--- config.mk ---
export PLATFORM = sky130hd
export DESIGN_NAME = rvCore
export DESIGN_NICKNAME = d
export VERILOG_FILES = /design/src/common/rvIsaPkg.sv /design/src/common/rvCorePkg.sv /design/src/rvCore.sv /design/src/memWbStage.sv /design/src/execute/executeStage.sv /design/src/decode/regFile.sv /design/src/decode/instrDecoder.sv /design/src/decode/hazardUnit.sv /design/src/fetchUnit.sv
export SDC_FILE = /design/constraint.sdc
export NUM_CORES = 2
export LEC_CHECK = 0
export BUFFER_PORTS_ARGS = -buffer_cell sky130_fd_sc_hd__buf_4
export CAP_MARGIN = 20
export CELL_PAD_IN_SITES_DETAIL_PLACEMENT = 1
export CELL_PAD_IN_SITES_GLOBAL_PLACEMENT = 2
export CORE_UTILIZATION = 42
export CTS_CLUSTER_SIZE = 8
export DETAILED_ROUTE_END_ITERATION = 8
export PLACE_DENSITY = 0.78
export SYNTH_ARGS = -nofsm -noshare
export SYNTH_HDL_FRONTEND = slang
export SYNTH_SLANG_ARGS = --single-unit
export TNS_END_PERCENT = 100
--- constraint.sdc ---
create_clock -name Clock -period 7.1 [get_ports Clock]
set_clock_uncertainty 0.2 [all_clocks]
set_input_delay 0.355 -clock Clock [delete_from_list [all_inputs] [get_ports Clock]]
set_output_delay 0.355 -clock Clock [all_outputs]
set_load 0.005 [all_outputs]
--- src/common/rvIsaPkg.sv ---
package rvIsaPkg;

  // Major opcodes, instr[6:0]
  typedef enum logic [6:0] {
    LUI    = 7'b0110111,
    AUIPC  = 7'b0010111,
    JAL    = 7'b1101111,
    JALR   = 7'b1100111,
    BRANCH = 7'b1100011,
    LOAD   = 7'b0000011,
    STORE  = 7'b0100011,
    I_OP   = 7'b0010011,  // Register-immediate ALU
    R_OP   = 7'b0110011   // Register-register ALU
  } opcode_t;

  typedef enum logic [3:0] {
    ADD, SUB, SLL, SLT, SLTU, XOR, SRL, SRA, OR, AND
  } aluOp_t;

  // Values are the funct3 field itself
  typedef enum logic [2:0] {
    BEQ  = 3'b000,
    BNE  = 3'b001,
    BLT  = 3'b100,
    BGE  = 3'b101,
    BLTU = 3'b110,
    BGEU = 3'b111
  } branchOp_t;

  typedef enum logic [2:0] {I_TYPE, S_TYPE, B_TYPE, U_TYPE, J_TYPE} immType_t;

  localparam logic [31:0] nopInstr = 32'h0000_0013;  // ADDI x0,x0,0

endpackage

--- src/common/rvCorePkg.sv ---
package rvCorePkg;

  localparam int wordW = 32;  // Data and address width

  // One data or address word
  typedef logic [wordW-1:0] word_t;

  typedef logic [4:0] regAddr_t;  // x0 to x31

  // Boot address
  localparam word_t resetPc = '0;

endpackage
--- src/rvCore.sv ---
module rvCore import rvCorePkg::*, rvIsaPkg::*; (
  input  logic  Clock,
  input  logic  rst,
  output word_t imemAddr,    // Q100 PC
  input  word_t imemData,    // Valid in Q101
  output word_t dmemAddr,
  output word_t dmemWrData,
  output logic  dmemWrEn,
  output logic  dmemRdEn,
  input  word_t dmemRdData   // Valid in Q104
);
  // Fetch and hazard
  logic      pcEn;
  logic      redirect;
  word_t     redirectPc;
  word_t     pcQ101;
  word_t     pcPlus4Q101;
  word_t     instrQ101;
  // Decode
  regAddr_t  rs1;
  regAddr_t  rs2;
  regAddr_t  rd;
  aluOp_t    aluOp;
  branchOp_t branchOp;
  word_t     imm;
  logic      selAluPc;
  logic      selAluImm;
  logic      isLui;
  logic      isBranch;
  logic      isJump;
  logic      isLoad;
  logic      isStore;
  logic      regWrEn;
  word_t     rdData1;
  word_t     rdData2;
  // Execute to memory
  word_t     aluOut;
  word_t     storeData;
  regAddr_t  rdQ102;
  logic      loadQ102;
  logic      storeQ102;
  logic      regWrEnQ102;
  logic      linkQ102;
  word_t     pcPlus4Q102;
  // Q103 and Q104 write ports
  word_t     aluOutQ103;
  logic      fwdWrEn;
  regAddr_t  fwdAddr;
  logic      wbWrEn;
  regAddr_t  wbAddr;
  word_t     wbData;

  fetchUnit    fetchUnit_i    (.*);
  hazardUnit   hazardUnit_i   (.*, .flush(redirect));  // Squash on taken branch or jump
  instrDecoder instrDecoder_i (.*);
  regFile      regFile_i      (.*, .wrEn(wbWrEn), .wrAddr(wbAddr), .wrData(wbData));
  executeStage executeStage_i (.*);
  memWbStage   memWbStage_i   (.*);

endmodule

--- src/memWbStage.sv ---
module memWbStage import rvCorePkg::*; (
  input  logic     Clock,
  input  logic     rst,
  input  word_t    aluOut,
  input  word_t    storeData,
  input  regAddr_t rdQ102,
  input  logic     loadQ102,
  input  logic     storeQ102,
  input  logic     regWrEnQ102,
  input  logic     linkQ102,
  input  word_t    pcPlus4Q102,
  output word_t    dmemAddr,
  output word_t    dmemWrData,
  output logic     dmemWrEn,
  output logic     dmemRdEn,
  input  word_t    dmemRdData,   // Q104
  output word_t    aluOutQ103,
  output logic     fwdWrEn,      // Q103 write port
  output regAddr_t fwdAddr,
  output logic     wbWrEn,       // Q104 write port
  output regAddr_t wbAddr,
  output word_t    wbData
);
  word_t pcPlus4Q103;
  word_t aluOutQ104;
  word_t pcPlus4Q104;
  logic  linkQ103;
  logic  loadQ104;
  logic  linkQ104;

  ////////////////////////////////////////
  // Q103 and Q104 control
  ////////////////////////////////////////
  always_ff @(posedge Clock) begin
    if (rst) begin
      dmemWrEn <= 1'b0;
      dmemRdEn <= 1'b0;
      fwdWrEn  <= 1'b0;
      linkQ103 <= 1'b0;
      loadQ104 <= 1'b0;
      wbWrEn   <= 1'b0;
      linkQ104 <= 1'b0;
    end else begin
      dmemWrEn <= storeQ102;
      dmemRdEn <= loadQ102;
      fwdWrEn  <= regWrEnQ102;
      linkQ103 <= linkQ102;
      loadQ104 <= dmemRdEn;
      wbWrEn   <= fwdWrEn;
      linkQ104 <= linkQ103;
    end
  end

  always_ff @(posedge Clock) begin
    aluOutQ103  <= aluOut;
    dmemWrData  <= storeData;  // Word store, no lane shift
    fwdAddr     <= rdQ102;
    pcPlus4Q103 <= pcPlus4Q102;
    aluOutQ104  <= aluOutQ103;
    wbAddr      <= fwdAddr;
    pcPlus4Q104 <= pcPlus4Q103;
  end

  assign dmemAddr = aluOutQ103;

  // Link beats load beats ALU
  assign wbData = linkQ104 ? pcPlus4Q104 :
                  loadQ104 ? dmemRdData  :
                             aluOutQ104;

endmodule

--- src/execute/executeStage.sv ---
module executeStage import rvCorePkg::*, rvIsaPkg::*; (
  input  logic      Clock,
  input  logic      rst,
  // Decode outputs, Q101
  input  regAddr_t  rs1,
  input  regAddr_t  rs2,
  input  regAddr_t  rd,
  input  aluOp_t    aluOp,
  input  branchOp_t branchOp,
  input  word_t     imm,
  input  logic      selAluPc,
  input  logic      selAluImm,
  input  logic      isLui,
  input  logic      isBranch,
  input  logic      isJump,
  input  logic      isLoad,
  input  logic      isStore,
  input  logic      regWrEn,
  input  word_t     pcQ101,
  input  word_t     pcPlus4Q101,
  input  word_t     rdData1,
  input  word_t     rdData2,
  // Forwarding sources
  input  word_t     aluOutQ103,
  input  logic      fwdWrEn,
  input  regAddr_t  fwdAddr,
  input  logic      wbWrEn,
  input  regAddr_t  wbAddr,
  input  word_t     wbData,
  output logic      redirect,
  output word_t     redirectPc,
  output word_t     aluOut,
  output word_t     storeData,
  output regAddr_t  rdQ102,
  output logic      loadQ102,
  output logic      storeQ102,
  output logic      regWrEnQ102,
  output logic      linkQ102,    // JAL or JALR
  output word_t     pcPlus4Q102
);
  regAddr_t  rs1Q102;
  regAddr_t  rs2Q102;
  aluOp_t    aluOpQ102;
  branchOp_t branchOpQ102;
  word_t     immQ102;
  word_t     pcQ102;
  word_t     data1Q102;
  word_t     data2Q102;
  logic      selAluPcQ102;
  logic      selAluImmQ102;
  logic      luiQ102;
  logic      branchQ102;
  word_t     src1;       // Forwarded operands
  word_t     src2;
  word_t     opA;
  word_t     opB;
  logic      condMet;

  ////////////////////////////////////////
  // Q101 to Q102
  ////////////////////////////////////////
  always_ff @(posedge Clock) begin
    if (rst || redirect) begin  // Wrong-path slot turns into a bubble
      branchQ102  <= 1'b0;
      linkQ102    <= 1'b0;
      loadQ102    <= 1'b0;
      storeQ102   <= 1'b0;
      regWrEnQ102 <= 1'b0;
    end else begin
      branchQ102  <= isBranch;
      linkQ102    <= isJump;
      loadQ102    <= isLoad;
      storeQ102   <= isStore;
      regWrEnQ102 <= regWrEn;
    end
  end

  always_ff @(posedge Clock) begin
    rs1Q102       <= rs1;
    rs2Q102       <= rs2;
    rdQ102        <= rd;
    aluOpQ102     <= aluOp;
    branchOpQ102  <= branchOp;
    immQ102       <= imm;
    pcQ102        <= pcQ101;
    pcPlus4Q102   <= pcPlus4Q101;
    data1Q102     <= rdData1;
    data2Q102     <= rdData2;
    selAluPcQ102  <= selAluPc;
    selAluImmQ102 <= selAluImm;
    luiQ102       <= isLui;
  end

  // Youngest producer first
  function automatic word_t fwdOperand(regAddr_t src, word_t regVal);
    if (fwdWrEn && fwdAddr == src) return aluOutQ103;
    if (wbWrEn && wbAddr == src) return wbData;
    return regVal;
  endfunction

  always_comb begin
    src1 = fwdOperand(rs1Q102, data1Q102);
    src2 = fwdOperand(rs2Q102, data2Q102);
  end

  ////////////////////////////////////////
  // ALU and branch compare
  ////////////////////////////////////////
  assign opA       = selAluPcQ102 ? pcQ102 : src1;
  assign opB       = selAluImmQ102 ? immQ102 : src2;
  assign storeData = src2;

  always_comb begin
    case (aluOpQ102)
      SUB:     aluOut = opA - opB;
      SLL:     aluOut = opA << opB[4:0];  // Shamt in low five bits
      SLT:     aluOut = word_t'($signed(opA) < $signed(opB));
      SLTU:    aluOut = word_t'(opA < opB);
      XOR:     aluOut = opA ^ opB;
      SRL:     aluOut = opA >> opB[4:0];
      SRA:     aluOut = $signed(opA) >>> opB[4:0];
      OR:      aluOut = opA | opB;
      AND:     aluOut = opA & opB;
      default: aluOut = opA + opB;  // Also addresses and targets
    endcase
    if (luiQ102) aluOut = opB;  // Immediate passes straight through
  end

  always_comb begin
    case (branchOpQ102)
      BEQ:     condMet = (src1 == src2);
      BNE:     condMet = (src1 != src2);
      BLT:     condMet = ($signed(src1) < $signed(src2));
      BGE:     condMet = ($signed(src1) >= $signed(src2));
      BLTU:    condMet = (src1 < src2);
      BGEU:    condMet = (src1 >= src2);
      default: condMet = 1'b0;
    endcase
  end

  assign redirect   = linkQ102 || (branchQ102 && condMet);
  assign redirectPc = {aluOut[wordW-1:1], 1'b0};  // JALR drops bit 0

endmodule

--- src/decode/regFile.sv ---
module regFile import rvCorePkg::*; (
  input  logic     Clock,
  input  regAddr_t rs1,
  input  regAddr_t rs2,
  output word_t    rdData1,
  output word_t    rdData2,
  input  logic     wrEn,    // Q104 write port
  input  regAddr_t wrAddr,
  input  word_t    wrData
);
  word_t regs [1:31];  // x0 is hardwired

  // Zero, then same-cycle write, then array
  function automatic word_t readPort(regAddr_t addr);
    if (addr == '0) return '0;
    if (wrEn && addr == wrAddr) return wrData;  // Write-through
    return regs[addr];
  endfunction

  always_comb begin
    rdData1 = readPort(rs1);
    rdData2 = readPort(rs2);
  end

  always_ff @(posedge Clock) begin
    if (wrEn && wrAddr != '0) regs[wrAddr] <= wrData;
  end

endmodule

--- src/decode/instrDecoder.sv ---
module instrDecoder import rvCorePkg::*, rvIsaPkg::*; (
  input  word_t     instrQ101,
  output regAddr_t  rs1,
  output regAddr_t  rs2,
  output regAddr_t  rd,
  output aluOp_t    aluOp,
  output branchOp_t branchOp,
  output word_t     imm,
  output logic      selAluPc,   // ALU A takes PC
  output logic      selAluImm,  // ALU B takes immediate
  output logic      isLui,
  output logic      isBranch,
  output logic      isJump,
  output logic      isLoad,
  output logic      isStore,
  output logic      regWrEn
);
  opcode_t    opcode;
  logic [2:0] funct3;
  logic       altFunct;  // instr[30], SUB and SRA
  immType_t   immType;
  logic       writesRd;

  assign opcode   = opcode_t'(instrQ101[6:0]);
  assign funct3   = instrQ101[14:12];
  assign altFunct = instrQ101[30];
  assign rs1      = instrQ101[19:15];
  assign rs2      = instrQ101[24:20];
  assign rd       = instrQ101[11:7];
  assign branchOp = branchOp_t'(funct3);

  ////////////////////////////////////////
  // Control bits
  ////////////////////////////////////////
  assign selAluPc  = opcode inside {JAL, BRANCH, AUIPC};  // PC-relative targets
  assign selAluImm = (opcode != R_OP);
  assign isLui     = (opcode == LUI);
  assign isBranch  = (opcode == BRANCH);
  assign isJump    = opcode inside {JAL, JALR};
  assign isLoad    = (opcode == LOAD);
  assign isStore   = (opcode == STORE);
  // FENCE and unknown opcodes fall out here
  assign writesRd  = opcode inside {LUI, AUIPC, JAL, JALR, LOAD, I_OP, R_OP};
  assign regWrEn   = writesRd && (rd != '0);  // x0 never tracked as a write

  // ALU operation, add for address and target math
  always_comb begin
    aluOp = ADD;
    if (opcode inside {R_OP, I_OP}) begin
      case (funct3)
        3'b000:  aluOp = (opcode == R_OP && altFunct) ? SUB : ADD;  // No SUBI
        3'b001:  aluOp = SLL;
        3'b010:  aluOp = SLT;
        3'b011:  aluOp = SLTU;
        3'b100:  aluOp = XOR;
        3'b101:  aluOp = altFunct ? SRA : SRL;
        3'b110:  aluOp = OR;
        default: aluOp = AND;
      endcase
    end
  end

  ////////////////////////////////////////
  // Immediate
  ////////////////////////////////////////
  always_comb begin
    case (opcode)
      STORE:      immType = S_TYPE;
      BRANCH:     immType = B_TYPE;
      LUI, AUIPC: immType = U_TYPE;
      JAL:        immType = J_TYPE;
      default:    immType = I_TYPE;  // JALR, I_OP, LOAD
    endcase
  end

  always_comb begin
    case (immType)
      S_TYPE:  imm = {{20{instrQ101[31]}}, instrQ101[31:25], instrQ101[11:7]};
      B_TYPE:  imm = {{20{instrQ101[31]}}, instrQ101[7], instrQ101[30:25],
                      instrQ101[11:8], 1'b0};
      U_TYPE:  imm = {instrQ101[31:12], 12'b0};  // Upper 20 bits
      J_TYPE:  imm = {{12{instrQ101[31]}}, instrQ101[19:12], instrQ101[20],
                      instrQ101[30:21], 1'b0};
      default: imm = {{20{instrQ101[31]}}, instrQ101[31:20]};
    endcase
  end

endmodule

--- src/decode/hazardUnit.sv ---
module hazardUnit import rvCorePkg::*, rvIsaPkg::*; (
  input  logic     Clock,
  input  logic     rst,
  input  word_t    imemData,   // Raw word from instruction memory
  input  logic     flush,      // Taken branch or jump in Q102
  input  regAddr_t rdQ102,
  input  logic     loadQ102,
  output logic     pcEn,
  output word_t    instrQ101
);
  word_t prevInstr;  // Raw word of the last cycle
  logic  stall;
  logic  replay;     // Cycle after a stall
  logic  flushDly;   // Second squashed slot
  logic  rs1Hit;
  logic  rs2Hit;

  assign rs1Hit = (imemData[19:15] == rdQ102);
  assign rs2Hit = (imemData[24:20] == rdQ102);
  assign stall  = loadQ102 && (rs1Hit || rs2Hit);  // Load data not ready until Q104
  assign pcEn   = !stall;

  always_comb begin
    if (flush || flushDly || stall) instrQ101 = nopInstr;
    else if (replay) instrQ101 = prevInstr;  // Memory has moved past it
    else instrQ101 = imemData;
  end

  always_ff @(posedge Clock) begin
    if (rst) begin
      replay   <= 1'b0;
      flushDly <= 1'b1;  // Word fetched during reset is dropped
    end else begin
      replay   <= stall;
      flushDly <= flush;
    end
  end

  always_ff @(posedge Clock) prevInstr <= imemData;

endmodule

--- src/fetchUnit.sv ---
module fetchUnit import rvCorePkg::*; (
  input  logic  Clock,
  input  logic  rst,
  input  logic  pcEn,         // Low during load-use stall
  input  logic  redirect,
  input  word_t redirectPc,
  output word_t imemAddr,
  output word_t pcQ101,
  output word_t pcPlus4Q101
);
  word_t pc;       // Q100 PC
  word_t pcPlus4;

  assign imemAddr = pc;
  assign pcPlus4  = pc + wordW'(4);

  // Redirect wins over a hold
  always_ff @(posedge Clock) begin
    if (rst) pc <= resetPc;
    else if (redirect) pc <= redirectPc;  // Branch or jump target from Q102
    else if (pcEn) pc <= pcPlus4;
  end

  // Q100 to Q101, held with the PC during a stall
  always_ff @(posedge Clock) begin
    if (pcEn) begin
      pcQ101      <= pc;
      pcPlus4Q101 <= pcPlus4;
    end
  end

endmodule

==> impl_metrics.env <==
export IMPL_tritoncts="yes"
export IMPL_crit_arrival_ns=7.56
export IMPL_final_common_cell="nand2_1"
export IMPL_grt_pass1_wl_um=566000
export IMPL_wl_per_cell_um=40.0
export IMPL_cp_required_ns=7.63
export IMPL_postLayoutCoreUtil_pct=50.7
export IMPL_fillCellCount=18983
export IMPL_path_buf_inv=6
export IMPL_hold_viol_final=0
export IMPL_drv_cap=0
export IMPL_critPathSlowestCell="a2111oi_0"
export IMPL_die_area_um2=181000
export IMPL_synth_xor_area_share_pct=1.35
export IMPL_synth_nets=7546
export IMPL_routed_wl_um=414000
export IMPL_die_w_um=425
export IMPL_synth_simple_area_share_pct=14.2
export IMPL_holdWs_ns=0.0376
export IMPL_yosys_register_bits=1480
export IMPL_synth_top_area_share_pct=42.0
export IMPL_clock_root_buffer="clkbuf_16"
export IMPL_area_growth_synth_to_final_pct=19.4
export IMPL_worstSkewPairLatency_ns=0.90
export IMPL_viasPerCell=6.81
export IMPL_critical_path_class="flip-flop to flip-flop"
export IMPL_endpoint_kind="flip-flop"
export IMPL_drt_iter0_drc=9197
export IMPL_setup_viol=0
export IMPL_ys_seq_area_share_pct=53.4
export IMPL_gp_congestion=1.05
export IMPL_mostFrequentLayoutCells="nand2_1 (1217), edfxtp_1 (1053), buf_4 (721)"
export IMPL_synthAdderAreaFrac_pct=2.22
export IMPL_leakage_uw=0.0327
export IMPL_dp_hpwl_um=283000
export IMPL_hp_class="primary input to flip-flop"
export IMPL_grt_pass1_vias=70251
export IMPL_rsz0062_at_grt="false"
export IMPL_cts_buffer_depth=3
export IMPL_worst_setup_path_start_kind="flip-flop"
export IMPL_worst_pin_slew_ns=1.35
export IMPL_synth_distinct_cells=120
export IMPL_final_min_clock_period_ns=7.03
export IMPL_initial_core_util_pct=42.5
export IMPL_clkTransAtPathRegs_ns=0.06
export IMPL_grt_total_usage_pct=44.8
export IMPL_syn_avg_cell_area_um2=10.2
export IMPL_syn_area_um2=75200
export IMPL_grt_overflow=0
export IMPL_max_slew_margin_pct=9.99
export IMPL_syn_instance_count=7348
export IMPL_crit_top_cell="buf_4"
export IMPL_clock_sinks=1480
export IMPL_max_freq_mhz=142
export IMPL_synth_top_family_by_area="compound AO/OA/AOI/OAI gates"
export IMPL_core_um2=177000
export IMPL_rows=154
export IMPL_yosysTopAreaCell="edfxtp_1"
export IMPL_vias=70612
export IMPL_synth_compound_area_share_pct=19.1
export IMPL_synthFlopType="edfxtp_1"
export IMPL_drv_slew=0
export IMPL_io_pin_count=164
export IMPL_antenna_found_initial=56
export IMPL_cp_max_fo=34
export IMPL_fin_crit_sh_pct=99.0
export IMPL_synth_area_mux_share_pct=5.68
export IMPL_cts_htree_levels=4
export IMPL_cpPeakStageDelay_ns=0.68
export IMPL_dieHeight_um=425
export IMPL_irDropWorstVdd_mv=0.240
export IMPL_crit_chain="buf_4, mux2i_1, o21ai_2, buf_4, nand3_1, a31oi_1, ha_1, buf_4, a31oi_1, nand4_1, buf_4, a31oi_4, o21ai_4, a2111oi_0, buf_4, and3_1, buf_12, a221oi_1, and3_1, a31oi_1"
export IMPL_grt_max_degree=119
export IMPL_postSynth_asyncResetShare_pct=0
export IMPL_numCtsBuffers=204
export IMPL_drive_gt1_share_pct=16.0
export IMPL_status="finished clean"
export IMPL_synth_area_leaders="edfxtp_1 (42%), dfxtp_1 (11%), nand2_1 (6.1%)"
export IMPL_pwr_density_cell_nw_per_um2=268
export IMPL_nets=8035
export IMPL_first_pass_iters=6
export IMPL_route_detailed_drc=0
export IMPL_cp_top_family="compound AO/OA/AOI/OAI gates"
export IMPL_final_antenna_net_count=0
export IMPL_portBuffers=162
export IMPL_synth_warnings=0
export IMPL_synth_edf_count=1053
-- cells in the mapped netlist (86+ instances only) --
library cell / number
nor2_1: 361
a211oi_1: 200
dfxtp_1: 427
o21ai_0: 365
and3_1: 181
buf_2: 135
mux2i_1: 356
nand2_1: 1217
clkbuf_1: 342
nor3_1: 137
ha_1: 130
o22ai_1: 101
a21oi_1: 441
edfxtp_1: 1053
nand3_1: 271
xnor2_1: 86
inv_1: 152
a31oi_1: 186
-- metal layers --
layer / wire (um) / vias up / global-route usage (%) / part of all wire, %
li1: - / 28706 / - / -
met1: 148000 / 35812 / 52.3 / 36
met2: 187000 / 4571 / 69.9 / 45
met3: 40700 / 1473 / 11.5 / 9.8
met4: 38200 / 50 / 36.0 / 9.2
met5: 326 / - / 0 / 0.079
-- final cells by class --
cell class / instances / area [um2] / share of cell area [%]
flip-flops and latches: 1480 / 40200 / 44.7
multi-input cells: 5139 / 32600 / 36.3
repair buffers: 846 / 7280 / 8.11
clock buffers: 348 / 5660 / 6.30
well taps: 2340 / 2930 / 3.26
inverters: 166 / 651 / 0.724
clock inverters: 19 / 417 / 0.464
diodes: 24 / 60.1 / 0.0669
-- per-stage QoR --
step	area, um2	cells	worst slack (ns)	setup TNS, ns	power (uW)
after floorplan	75200	7348	0.861	0	12100
after global placement	82800	9894	-0.481	-9.53	14500
after detailed placement	82900	9895	-0.496	-12.36	14500
after CTS	89600	10327	0.0270	0	23900
after global routing	89800	10344	0.0615	0	24500
final	89800	10362	0.0681	0	24100
-- state kept, by name, summed over array words and instances, names as in the netlist, 32 cells and up --
name / flops
memWbStage_i.aluOutQ104: 32
executeStage_i.immQ102: 32
memWbStage_i.aluOutQ103: 32
hazardUnit_i.prevInstr: 32
executeStage_i.data1Q102: 32
regFile_i.regs: 992
executeStage_i.data2Q102: 32
memWbStage_i.dmemWrData: 32
-- power breakdown --
part | switching (uW) | internal, uW
Sequential | 340 | 9830
Combinational | 3140 | 1310
Clock | 4050 | 5430
-- worst reg2reg max path: cells and delay by family (launching register included) --
| kind | cells | cell delay, ns |
|---|---|---|
| DFF | 1 | 0.65 |
| muxes | 1 | 0.11 |
| AOI/OAI and AO/OA | 8 | 2.85 |
| and+or+nand+nor | 4 | 1.14 |
| buffers and inverters | 6 | 1.70 |
| adders and majority gates | 1 | 0.27 |
-- path summary, 6_finish.rpt --
check / depth (start not counted) / slack [ns] / endpoint / start
min: 5 / 0.04 / memWbStage_i.dmemWrData[15] / dmemRdData[15]
max: 20 / 0.07 / executeStage_i.data2Q102[31] / memWbStage_i.loadQ104
min reg2reg: 0 / 0.12 / memWbStage_i.pcPlus4Q103[3] / executeStage_i.pcPlus4Q102[3]
max reg2reg: 20 / 0.07 / executeStage_i.data2Q102[31] / memWbStage_i.loadQ104
-- timing repair --
action	CTS	global route
pin swaps	0	5
endpoints found under the setup margin	62	52
hold endpoints to repair	98	0
buffers inserted	2	8
hold buffers	63	0
resized for setup	4	16
-- kinds of logic after synthesis --
kind of cell | count (synthesis)
mux | 409
simple gates | 2394
xor+xnor | 116
fa+ha+maj | 132
other cells | 1
buf+inv | 729
compound gates | 2087
flops | 1480
No activity file was read; power rests on OpenSTA's default activity.
